File: src/logic/timetag_settings.svh
`ifndef TIMETAG_SETTINGS_SVH
`define TIMETAG_SETTINGS_SVH

// Returned by the version register
`define TIMETAG_VERSION 32'h5454_0100

// Records held in the FIFO, a power of two
`define TIMETAG_FIFO_DEPTH 8

// Free-running timestamp counter
`define TIMETAG_TIMER_WIDTH 36

// Strobe inputs, one mask bit each
`define TIMETAG_CHANNELS 4

`endif

File: src/logic/timetag_pkg.sv
`include "timetag_settings.svh"

package timetag_pkg;

	// One bit per strobe channel
	typedef logic [`TIMETAG_CHANNELS-1:0] chan_mask_t;

	// Tag record, sent MSB first as six bytes
	typedef struct packed {
		chan_mask_t mask;
		logic [7:0] seq;
		logic [`TIMETAG_TIMER_WIDTH-1:0] stamp;
	} record_t;

	// Bytes per record on the FX2 port
	localparam int record_bytes = $bits(record_t) / 8;

	// APB register map
	localparam logic [7:0] reg_version = 8'h00;
	// Bit 0 run, bit 1 clears the timer and reads back zero
	localparam logic [7:0] reg_control = 8'h04;
	localparam logic [7:0] reg_enable = 8'h08;
	// Records lost to a full FIFO, any write clears
	localparam logic [7:0] reg_lost = 8'h0C;

endpackage

File: src/logic/tagger_regs.sv
`timescale 1ns/1ps
`include "timetag_settings.svh"

module tagger_regs (
	input  logic                    fx2_clk,
	input  logic                    rst,
	input  logic                    psel,
	input  logic                    penable,
	input  logic                    pwrite,
	input  logic [7:0]              paddr,
	input  logic [31:0]             pwdata,
	input  logic                    drop,
	output logic [31:0]             prdata,
	output logic                    pready,
	output logic                    pslverr,
	output logic                    run,
	output timetag_pkg::chan_mask_t enable,
	output logic                    clear_timer
);
	import timetag_pkg::*;

	logic        access;
	logic        wr_en;
	logic        mapped;
	logic [31:0] lost_count;

	// No wait states, every transfer ends in its access phase
	assign access = psel & penable;
	assign wr_en = access & pwrite;
	assign pready = 1'b1;

	// Read mux and address decode
	always_comb begin
		mapped = 1'b1;
		case (paddr)
			reg_version: prdata = `TIMETAG_VERSION;
			reg_control: prdata = {31'd0, run};
			reg_enable: prdata = {{(32 - `TIMETAG_CHANNELS){1'b0}}, enable};
			reg_lost: prdata = lost_count;
			default: begin
				prdata = 32'd0;
				mapped = 1'b0;
			end
		endcase
	end

	assign pslverr = access & ~mapped;

	always_ff @(posedge fx2_clk) begin
		if (rst) begin
			run <= 1'b0;
			enable <= '0;
			clear_timer <= 1'b0;
		end else begin
			// Clear is a single cycle pulse
			clear_timer <= 1'b0;
			if (wr_en && paddr == reg_control) begin
				run <= pwdata[0];
				clear_timer <= pwdata[1];
			end
			if (wr_en && paddr == reg_enable) begin
				enable <= pwdata[`TIMETAG_CHANNELS-1:0];
			end
		end
	end

	// Lost record counter, sticks at all ones
	always_ff @(posedge fx2_clk) begin
		if (rst) begin
			lost_count <= '0;
		end else if (wr_en && paddr == reg_lost) begin
			lost_count <= '0;
		end else if (drop && lost_count != '1) begin
			lost_count <= lost_count + 32'd1;
		end
	end

endmodule

File: src/logic/strobe_tagger.sv
`timescale 1ns/1ps
`include "timetag_settings.svh"

module strobe_tagger (
	input  logic                    fx2_clk,
	input  logic                    rst,
	input  timetag_pkg::chan_mask_t strobe_in,
	input  logic                    run,
	input  timetag_pkg::chan_mask_t enable,
	input  logic                    clear_timer,
	input  logic                    full,
	output logic                    rec_valid,
	output timetag_pkg::record_t    rec
);
	import timetag_pkg::*;

	chan_mask_t sync1;
	chan_mask_t sync2;
	chan_mask_t sync2_d;
	chan_mask_t hits;
	chan_mask_t mask_q;
	logic [`TIMETAG_TIMER_WIDTH-1:0] timer;
	logic [`TIMETAG_TIMER_WIDTH-1:0] stamp_q;
	logic [7:0] seq;

	// Two flop synchronizer plus one delay stage for the edge detect
	always_ff @(posedge fx2_clk) begin
		if (rst) begin
			sync1 <= '0;
			sync2 <= '0;
			sync2_d <= '0;
		end else begin
			sync1 <= strobe_in;
			sync2 <= sync1;
			sync2_d <= sync2;
		end
	end

	// Rising edges on enabled channels only
	assign hits = sync2 & ~sync2_d & enable;

	// Timer holds while stopped
	always_ff @(posedge fx2_clk) begin
		if (rst || clear_timer) begin
			timer <= '0;
		end else if (run) begin
			timer <= timer + 1'b1;
		end
	end

	// One record per cycle with any edge, masks combined
	always_ff @(posedge fx2_clk) begin
		if (rst) begin
			rec_valid <= 1'b0;
		end else begin
			rec_valid <= run & (|hits);
		end
	end

	// Stamp is taken in the edge-detect cycle
	always_ff @(posedge fx2_clk) begin
		mask_q <= hits;
		stamp_q <= timer;
	end

	// Sequence only advances on records the FIFO accepts
	always_ff @(posedge fx2_clk) begin
		if (rst) begin
			seq <= '0;
		end else if (rec_valid && !full) begin
			seq <= seq + 8'd1;
		end
	end

	always_comb begin
		rec.mask = mask_q;
		rec.seq = seq;
		rec.stamp = stamp_q;
	end

endmodule

File: src/logic/record_fifo.sv
`timescale 1ns/1ps
`include "timetag_settings.svh"

module record_fifo #(
	parameter int depth = `TIMETAG_FIFO_DEPTH
) (
	input  logic                 fx2_clk,
	input  logic                 rst,
	input  logic                 push,
	input  timetag_pkg::record_t din,
	input  logic                 pop,
	output timetag_pkg::record_t dout,
	output logic                 empty,
	output logic                 full,
	output logic                 drop
);
	import timetag_pkg::*;

	localparam int ptr_width = (depth > 1) ? $clog2(depth) : 1;

	record_t mem [depth];
	logic [ptr_width-1:0] wr_ptr;
	logic [ptr_width-1:0] rd_ptr;
	logic [ptr_width:0]   count;
	logic                 do_push;
	logic                 do_pop;

	assign full = (count == (ptr_width + 1)'(depth));
	assign empty = (count == '0);
	// Push into a full buffer is lost
	assign drop = push & full;
	assign do_push = push & ~full;
	assign do_pop = pop & ~empty;
	assign dout = mem[rd_ptr];

	always_ff @(posedge fx2_clk) begin
		if (do_push) begin
			mem[wr_ptr] <= din;
		end
	end

	always_ff @(posedge fx2_clk) begin
		if (rst) begin
			wr_ptr <= '0;
			rd_ptr <= '0;
			count <= '0;
		end else begin
			if (do_push) begin
				wr_ptr <= (wr_ptr == ptr_width'(depth - 1)) ? '0 : wr_ptr + 1'b1;
			end
			if (do_pop) begin
				rd_ptr <= (rd_ptr == ptr_width'(depth - 1)) ? '0 : rd_ptr + 1'b1;
			end
			case ({do_push, do_pop})
				2'b10: count <= count + 1'b1;
				2'b01: count <= count - 1'b1;
				default: count <= count;
			endcase
		end
	end

endmodule

File: src/logic/fx2_record_writer.sv
`timescale 1ns/1ps

module fx2_record_writer (
	input  logic                 fx2_clk,
	input  logic                 rst,
	input  logic                 empty,
	input  timetag_pkg::record_t head,
	input  logic                 full_n,
	output logic                 pop,
	output logic [7:0]           fd,
	output logic                 slwr_n
);
	import timetag_pkg::*;

	record_t    hold;
	logic       busy;
	logic [2:0] idx;
	logic       last;

	// Take a new record only once the previous one is fully sent
	assign pop = ~busy & ~empty;
	assign last = (idx == 3'(record_bytes - 1));

	// Strobe only while the FX2 has room
	assign slwr_n = ~(busy & full_n);

	// Byte 0 is the most significant one
	assign fd = hold[8 * (record_bytes - 1 - int'(idx)) +: 8];

	always_ff @(posedge fx2_clk) begin
		if (pop) begin
			hold <= head;
		end
	end

	always_ff @(posedge fx2_clk) begin
		if (rst) begin
			busy <= 1'b0;
			idx <= '0;
		end else if (pop) begin
			busy <= 1'b1;
			idx <= '0;
		end else if (busy && full_n) begin
			// Byte went out this cycle
			if (last) begin
				busy <= 1'b0;
				idx <= '0;
			end else begin
				idx <= idx + 3'd1;
			end
		end
	end

endmodule

File: src/logic/fx2_timetag.sv
`timescale 1ns/1ps
`include "timetag_settings.svh"

module fx2_timetag (
	input  logic                    fx2_clk,
	input  logic                    rst,
	input  logic                    psel,
	input  logic                    penable,
	input  logic                    pwrite,
	input  logic [7:0]              paddr,
	input  logic [31:0]             pwdata,
	output logic [31:0]             prdata,
	output logic                    pready,
	output logic                    pslverr,
	input  timetag_pkg::chan_mask_t strobe_in,
	output logic [7:0]              fd,
	output logic                    slwr_n,
	input  logic                    full_n
);
	import timetag_pkg::*;

	logic       run;
	chan_mask_t enable;
	logic       clear_timer;
	logic       rec_valid;
	record_t    rec;
	record_t    head;
	logic       fifo_full;
	logic       fifo_empty;
	logic       drop;
	logic       pop;

	tagger_regs u_regs (
		.fx2_clk(fx2_clk),
		.rst(rst),
		.psel(psel),
		.penable(penable),
		.pwrite(pwrite),
		.paddr(paddr),
		.pwdata(pwdata),
		.drop(drop),
		.prdata(prdata),
		.pready(pready),
		.pslverr(pslverr),
		.run(run),
		.enable(enable),
		.clear_timer(clear_timer)
	);

	strobe_tagger u_tagger (
		.fx2_clk(fx2_clk),
		.rst(rst),
		.strobe_in(strobe_in),
		.run(run),
		.enable(enable),
		.clear_timer(clear_timer),
		.full(fifo_full),
		.rec_valid(rec_valid),
		.rec(rec)
	);

	record_fifo #(
		.depth(`TIMETAG_FIFO_DEPTH)
	) u_fifo (
		.fx2_clk(fx2_clk),
		.rst(rst),
		.push(rec_valid),
		.din(rec),
		.pop(pop),
		.dout(head),
		.empty(fifo_empty),
		.full(fifo_full),
		.drop(drop)
	);

	fx2_record_writer u_writer (
		.fx2_clk(fx2_clk),
		.rst(rst),
		.empty(fifo_empty),
		.head(head),
		.full_n(full_n),
		.pop(pop),
		.fd(fd),
		.slwr_n(slwr_n)
	);

endmodule

File: config.mk
export PLATFORM = sky130hd
export DESIGN_NAME = fx2_timetag
export DESIGN_NICKNAME = d
export VERILOG_FILES = /design/src/logic/timetag_pkg.sv /design/src/logic/tagger_regs.sv /design/src/logic/strobe_tagger.sv /design/src/logic/record_fifo.sv /design/src/logic/fx2_record_writer.sv /design/src/logic/fx2_timetag.sv
export VERILOG_INCLUDE_DIRS = /design/src /design/src/logic
export SDC_FILE = /design/constraint.sdc
export NUM_CORES = 1
export LEC_CHECK = 0
export ABC_AREA = 1
export BUFFER_PORTS_ARGS = -buffer_cell sky130_fd_sc_hd__buf_2
export CAP_MARGIN = 20
export CORE_MARGIN = 3
export CORE_UTILIZATION = 50
export DETAILED_ROUTE_END_ITERATION = 6
export HOLD_SLACK_MARGIN = 0.15
export PLACE_DENSITY = 0.67
export SYNTH_ARGS = -nofsm -noshare
export SYNTH_HDL_FRONTEND = slang
export SYNTH_SLANG_ARGS = --single-unit
File: constraint.sdc
create_clock -name fx2_clk -period 4.8 [get_ports fx2_clk]
set_clock_uncertainty 0.2 [all_clocks]
set_input_delay 0.72 -clock fx2_clk [delete_from_list [all_inputs] [get_ports fx2_clk]]
set_output_delay 0.72 -clock fx2_clk [all_outputs]
set_load 0.005 [all_outputs]
# After elaboration in Yosys (flattened, before gate mapping)
# Memory sizes are Yosys's and may differ from the RTL's. A register that Yosys moved wholly into a read port is not among the register bits.
# Index checks and enable logic that the tools add are counted.
[classes] bitwise_logic=18 n_addsub=9 n_mux=11 reduce_logical=19 n_shift=1 n_eq_ne=10
[op_table] operator="$pmux 32 s4" n=1
[op_table] operator="$shiftx 48x32->8" n=1
[op_table] operator="$add 36x1->36 const B" n=1
[op_table] operator="$add 32x1->32 const B" n=1
[op_table] operator="$ne 32x32->1 const B" n=1
[op_table] operator="$eq 8x4->1 const B" n=2
[op_table] operator="$add 3x1->3 const B" n=3
[op_table] operator="$and 1x1->1" n=9
[op_table] operator="$eq 3x3->1 const B" n=3
[op_table] operator="$mux 3" n=3
[op_table] operator="$add 8x1->8 const B" n=1
[op_table] operator="$and 4x4->4" n=2
[op_table] operator="$eq 8x3->1 const B" n=1
[op_table] operator="$logic_not 8->1" n=1
[op_table] operator="$pmux 4 s2" n=1
[op_table] operator="$reduce_or 4->1" n=2
[op_table] operator="$logic_and 1x1->1" n=6
[op_table] operator="$mux 1" n=6
[op_table] operator="$not 1->1" n=6
[op_table] operator="$reduce_bool 2->1" n=3
[op_table] operator="$reduce_or 2->1" n=3
[op_table] operator="$add 4x1->4 const B" n=1
[op_table] operator="$eq 4x4->1 const B" n=1
[op_table] operator="$logic_not 4->1" n=1
[op_table] operator="8 further kinds" n=8
[word_totals] word_cells=86 register_bits=149 mem_count=1 inputBits=50 mem_bits_rw=384
[memory_table] memory="u_fifo.mem" words=8 width=48 rd=1 rd_clocked_by_memory_dff=1 write_ports=1 line="record_fifo.sv:21" text="record_t mem [depth];"

# Longest topological paths before layout
[depth] depth_word=6 depth_mapped=13 depth_no_buf=13

# Hierarchy
# Synthesis repeated with hierarchy kept, for this count alone.
[hier_totals] cells_unflattened=2305 hier_area_um2=24293.3
[modules_own_cells] mod="record_fifo" instances=1 cells_each=1175 area_per_inst_um2=15632.5
[modules_own_cells] mod="strobe_tagger" instances=1 cells_each=483 area_per_inst_um2=3677.3
[modules_own_cells] mod="tagger_regs" instances=1 cells_each=429 area_per_inst_um2=2549.9
[modules_own_cells] mod="fx2_record_writer" instances=1 cells_each=218 area_per_inst_um2=2433.6

# Least setup slack after synthesis
# OpenSTA, ideal clock, no wires.
[synth_path] kind="register to register" startpoint="reg u_fifo.count[0]" endpoint="reg u_fifo.count[3]" slack_ps=671 synth_period_minus_slack_ps=4129 setup_ps=115 arrival_ps=3815 path_stages_with_launch=13 required_ps=4485 path_buffers=0 path_cell_list="dfxtp_1 nor3_1 inv_1 nor2_1 nor2_1 ha_1 nor2_1 nor2_1 nand3_1 a21oi_1 nand3_1 nand2_1 nor2_1"
[synth_via] elab_chain_cells=6 elab_cells_between_ends=13 classes_between="add/sub (2); eq/ne (3); mux (1); bitwise (5); reduce/logical (2)"
[synth_lines] element="start: declaration" line="record_fifo.sv:24" text="logic [ptr_width:0] count;"
[synth_lines] element="start signal: assignment" line="record_fifo.sv:55" text="2'b10: count <= count + 1'b1;"
[synth_lines] element="start signal: assignment" line="record_fifo.sv:56" text="2'b01: count <= count - 1'b1;"
[synth_lines] element="start signal: assignment" line="record_fifo.sv:57" text="default: count <= count;"
[synth_lines] element="$logic_not 4->1 *" line="record_fifo.sv:29" text="assign empty = (count == '0);"
[synth_lines] element="$not 1->1 *" line="fx2_record_writer.sv:21" text="assign pop = ~busy & ~empty;"
[synth_lines] element="$and 1x1->1 *" line="fx2_record_writer.sv:21"
[synth_lines] element="named net pop" line="fx2_timetag.sv:31" text="logic pop;"
[synth_lines] element="$and 1x1->1 *" line="record_fifo.sv:33" text="assign do_pop = pop & ~empty;"
[synth_lines] element="$eq 2x1->1 or $eq 2x2->1 (tied branches)" line="record_fifo.sv:54" text="case ({do_push, do_pop})"
[synth_lines] element="$pmux 4 s2 or $reduce_bool 2->1 (tied branches)"
# The timed path passes the listed nets; every way through them passes the cells marked *.
# A chain may end at the register's enable or synchronous reset.

# Final worst setup path
[layout_path] startpoint="reg u_writer.idx[1]" endpoint="out fd[7]"
[layout_via] elab_chain_cells=2
[layout_lines] element="start: declaration" line="fx2_record_writer.sv:17" text="logic [2:0] idx;"
[layout_lines] element="start signal: assignment" line="fx2_record_writer.sv:49" text="idx <= idx + 3'd1;"
[layout_lines] element="$sub 3x3->4" line="fx2_record_writer.sv:28" text="assign fd = hold[8 * (record_bytes - 1 - int'(idx)) +: 8];"
[layout_lines] element="$shiftx 48x32->8" line="fx2_record_writer.sv:28"
[layout_lines] element="end: declaration" line="fx2_timetag.sv:16" text="output logic [7:0] fd,"
# No other way between the ends.

==> impl_metrics.ini <==
[timing]
max_slew_margin_pct = 28.3
setup_viol = 0
finalMaxSlewViolations = 0
tightest_slew_ps = 1080
final.setup.tns_ps = 0
fin_crit_sh_pct = 85.2
layout_min_cycle_time_ps = 4090
fmax_mhz = 244
rsz0062_at_grt = no
hold_violations = 0

[synthesis]
synth_warnings = 0
synthAdderAreaFrac_pct = 0.693
synth.distinct_cells = 38
synthSimpleGateAreaFrac_pct = 17.4
yosysSeqAreaShare_pct = 67.9
synth_top_family_by_area = simple AND/OR/NAND/NOR gates
async_flop_share_pct = 0
synthMuxAreaShare_pct = 0
synth-edff-count = 432
postSynthCellCount = 2222
ys.flop_type = edfxtp_1
syn_avg_cell_area_um2 = 10.6
synth_compound_gate_area_share_pct = 9.17
synth_nets = 2285
ys_seq_elements = 581
syn_area_um2 = 23500
synth-xor-area-share_pct = 0.932

[floorplanning]
start_util_pct = 51.2
core_um2 = 45900
fp-row-count = 78
die_w_um = 223
die_area_um2 = 49600
num_io_pins = 93
die_h_um = 223

[critical_path]
regToRegEndpoint = u_fifo.mem[0][19]$_DFFE_PP_
end_kind = output pin
critPathArrivalTime_ps = 3170
crit_required_ps = 3880
path_buf_inv = 2
cpMaxStageDelayCell = nor2_1
crit_chain = clkinv_1, ha_1, nor2_1, o21a_1, o21ai_0, a21oi_1, buf_2
path_max_fanout = 10
reg2reg_from = u_fifo.count[1]$_SDFFE_PP0P_
reg2reg_depth = 7
r2r_slack_ps = 1790
cp_top_family = compound AO/OA/AOI/OAI gates
slowest_delay_ps = 600
start_kind = register
path_class = reg2out

[routing]
antenna_left = 0
routed_wl_mm = 53.6
via_per_inst = 5.55
drcViolationCount = 0
vias = 16200
drt_iter0_drc = 1419
wl_per_cell_um = 18.4
first_pass_iters = 5

[final_layout]
nets = 2331
finalNonFillerCells = 2915
syn_to_final_growth_pct = 12.3
layout-drive-gt1-share_pct = 8.64
antennaDiodeCount = 0
fillCellCount = 3840

[global_routing]
grt-busiest-layer = met2
grt_use_total_pct = 21.4
use_met2_pct = 35.1
grt_use_met3_pct = 3.16
overflow = 0
antenna_found_initial = 3
grt_pass1_vias = 15600
grt_pass1_wl_mm = 84.1
gr-usage-met1_pct = 29.2
grt_start_max_net_pins = 135

[placed_design]
port_buffers = 63
gp_congestion = 0.900
dp.cells = 2806
dpl.hpwl_mm = 31.8

[hold_path]
hold_path_end = u_tagger.stamp_q[35]$_DFF_P_
worstHoldPathType = reg2reg
hold_depth = 0
min_from = u_tagger.timer[35]$_SDFFE_PP0P_

[clocking]
cts_resized = 0
cts_htree_levels = 2
ctsRootBufferMaster = clkbuf_16
clock_path_buffers = 3
clk_pin_slew_worst_paths_ps = 60
clk_latency_ps = 600
cts_buffers = 56
post_cts_buffers = 0
cts_tree = built
ctsHoldBuffers = 4
clock_sinks = 581

[power]
ir_worst_vdd_mv = 0.664
power.total_mw = 12.8
power.density_nw_per_um2 = 485
leakage_nw = 9.60

[run]
maxCapViolations = 0

[run_status]
outcome = finished clean
[where the power goes]
| part | internal, mW | leakage, nW | switching (mW) |
|---|---|---|---|
| clock | 2.63 | 0.939 | 1.85 |
| combinational | 0.726 | 3.16 | 1.55 |
| sequential | 5.76 | 5.50 | 0.281 |
[worst max-delay path by stage]
stage                                            start                           end  slack [ps]  depth (start not counted)
after floorplan           u_fifo.count[0]$_SDFFE_PP0P_  u_fifo.count[3]$_SDFFE_PP0P_         670                         12
after global placement    u_writer.idx[1]$_SDFFE_PP0P_                         fd[7]        1380                          7
after detailed placement  u_writer.idx[1]$_SDFFE_PP0P_                         fd[7]        1300                          7
after CTS                 u_writer.idx[1]$_SDFFE_PP0P_                         fd[7]         630                          7
after global routing      u_writer.idx[1]$_SDFFE_PP0P_                         fd[7]         500                          7
final                     u_writer.idx[1]$_SDFFE_PP0P_                         fd[7]         710                          7
[worst reg2reg max path, cell delays in order, from the launching register on]
cell and delay, ps:
dfxtp_1 420, nor2_1 60, nand3b_1 110, nand2_1 290
inv_1 270, nand2_1 270, nor2_4 710, buf_12 350
[state kept, by name, summed over array words and instances, names as in the netlist]
| register | count |
|---|---|
| u_regs.run | 1 |
| u_tagger.mask_q | 4 |
| u_fifo.rd_ptr | 3 |
| u_writer.hold | 48 |
| u_writer.idx | 3 |
| u_tagger.sync2 | 4 |
| u_tagger.rec_valid | 1 |
| u_tagger.seq | 8 |
| u_tagger.sync2_d | 4 |
| u_writer.busy | 1 |
| u_fifo.count | 4 |
| u_regs.enable | 4 |
| u_fifo.mem | 384 |
| u_regs.clear_timer | 1 |
| u_tagger.sync1 | 4 |
| u_tagger.stamp_q | 36 |
| u_regs.lost_count | 32 |
| u_tagger.timer | 36 |
| u_fifo.wr_ptr | 3 |
[synthesized netlist by cell type (6+ instances only)]
| library cell | number | area, um^2 |
|---|---|---|
| o21a_1 | 9 | 67.6 |
| nand2_1 | 416 | 1560 |
| nor3_1 | 24 | 120 |
| nand4_1 | 17 | 106 |
| dfxtp_1 | 149 | 2980 |
| buf_1 | 6 | 22.5 |
| a21oi_1 | 67 | 335 |
| o21ai_0 | 160 | 801 |
| clkbuf_1 | 68 | 255 |
| inv_1 | 122 | 458 |
| buf_2 | 21 | 105 |
| nor2_1 | 507 | 1900 |
| o32ai_1 | 96 | 841 |
| o22ai_1 | 9 | 56.3 |
| ha_1 | 13 | 163 |
| nand3_1 | 44 | 220 |
| edfxtp_1 | 432 | 13000 |
| xor2_1 | 23 | 201 |
[metrics by stage]
| stage | hold WS [ps] | area (um^2) | setup WS (ps) | util [%] |
|---|---|---|---|---|
| floorplan | 152 | 23500 | 671 | - |
| global placement | 166 | 24400 | 1380 | 53.3 |
| detailed placement | 176 | 24400 | 1300 | 53.3 |
| CTS | 151 | 26400 | 633 | 57.5 |
| global route | 184 | 26400 | 503 | 57.5 |
| finish | 184 | 26400 | 708 | 57.5 |
[layout by cell type, fill, tap and decap left out, types with 8 or more instances in the layout]
master and instances:
buf_2 63, clkinv_1 8, nand2_1 416, ha_1 13, o32ai_1 96, edfxtp_1 432, buf_4 14, nor2_1 498
nand3_1 44, nor2_4 12, dfxtp_1 146, inv_1 120, o22ai_1 9, o21a_1 9, nor3_1 24, a21oi_1 67
o21ai_0 160, clkbuf_16 59, nand4_1 17, xor2_1 23, clkbuf_1 11, clkinv_2 10
[kinds of logic (layout without fill, tap and decap cells)]
logic type      after synthesis  count (layout)
compound gates              348             348
xor+xnor                     25              25
fa+ha+maj                    13              13
buf+inv                     226             319
flops                       581             581
other cells                   1               1
simple gates               1028            1028
[area by class of cell]
type	count	area [um^2]	area share [%]
multi-input cells	1415	6690	25.4
clock inverters	27	277	1.05
well taps	600	751	2.85
clock buffers	78	1620	6.14
flip-flops and latches	581	16000	60.5
inverters	126	478	1.81
repair buffers	88	601	2.28
[metal layers]
metal,vias up,part of all wire (%),routed length (um)
met1,7815,44,23500
li1,7747,-,-
met4,2,2.9,1550
met3,112,6.2,3310
met5,-,0.015,8
met2,493,47,25200
No activity file was read; power rests on OpenSTA's default activity.
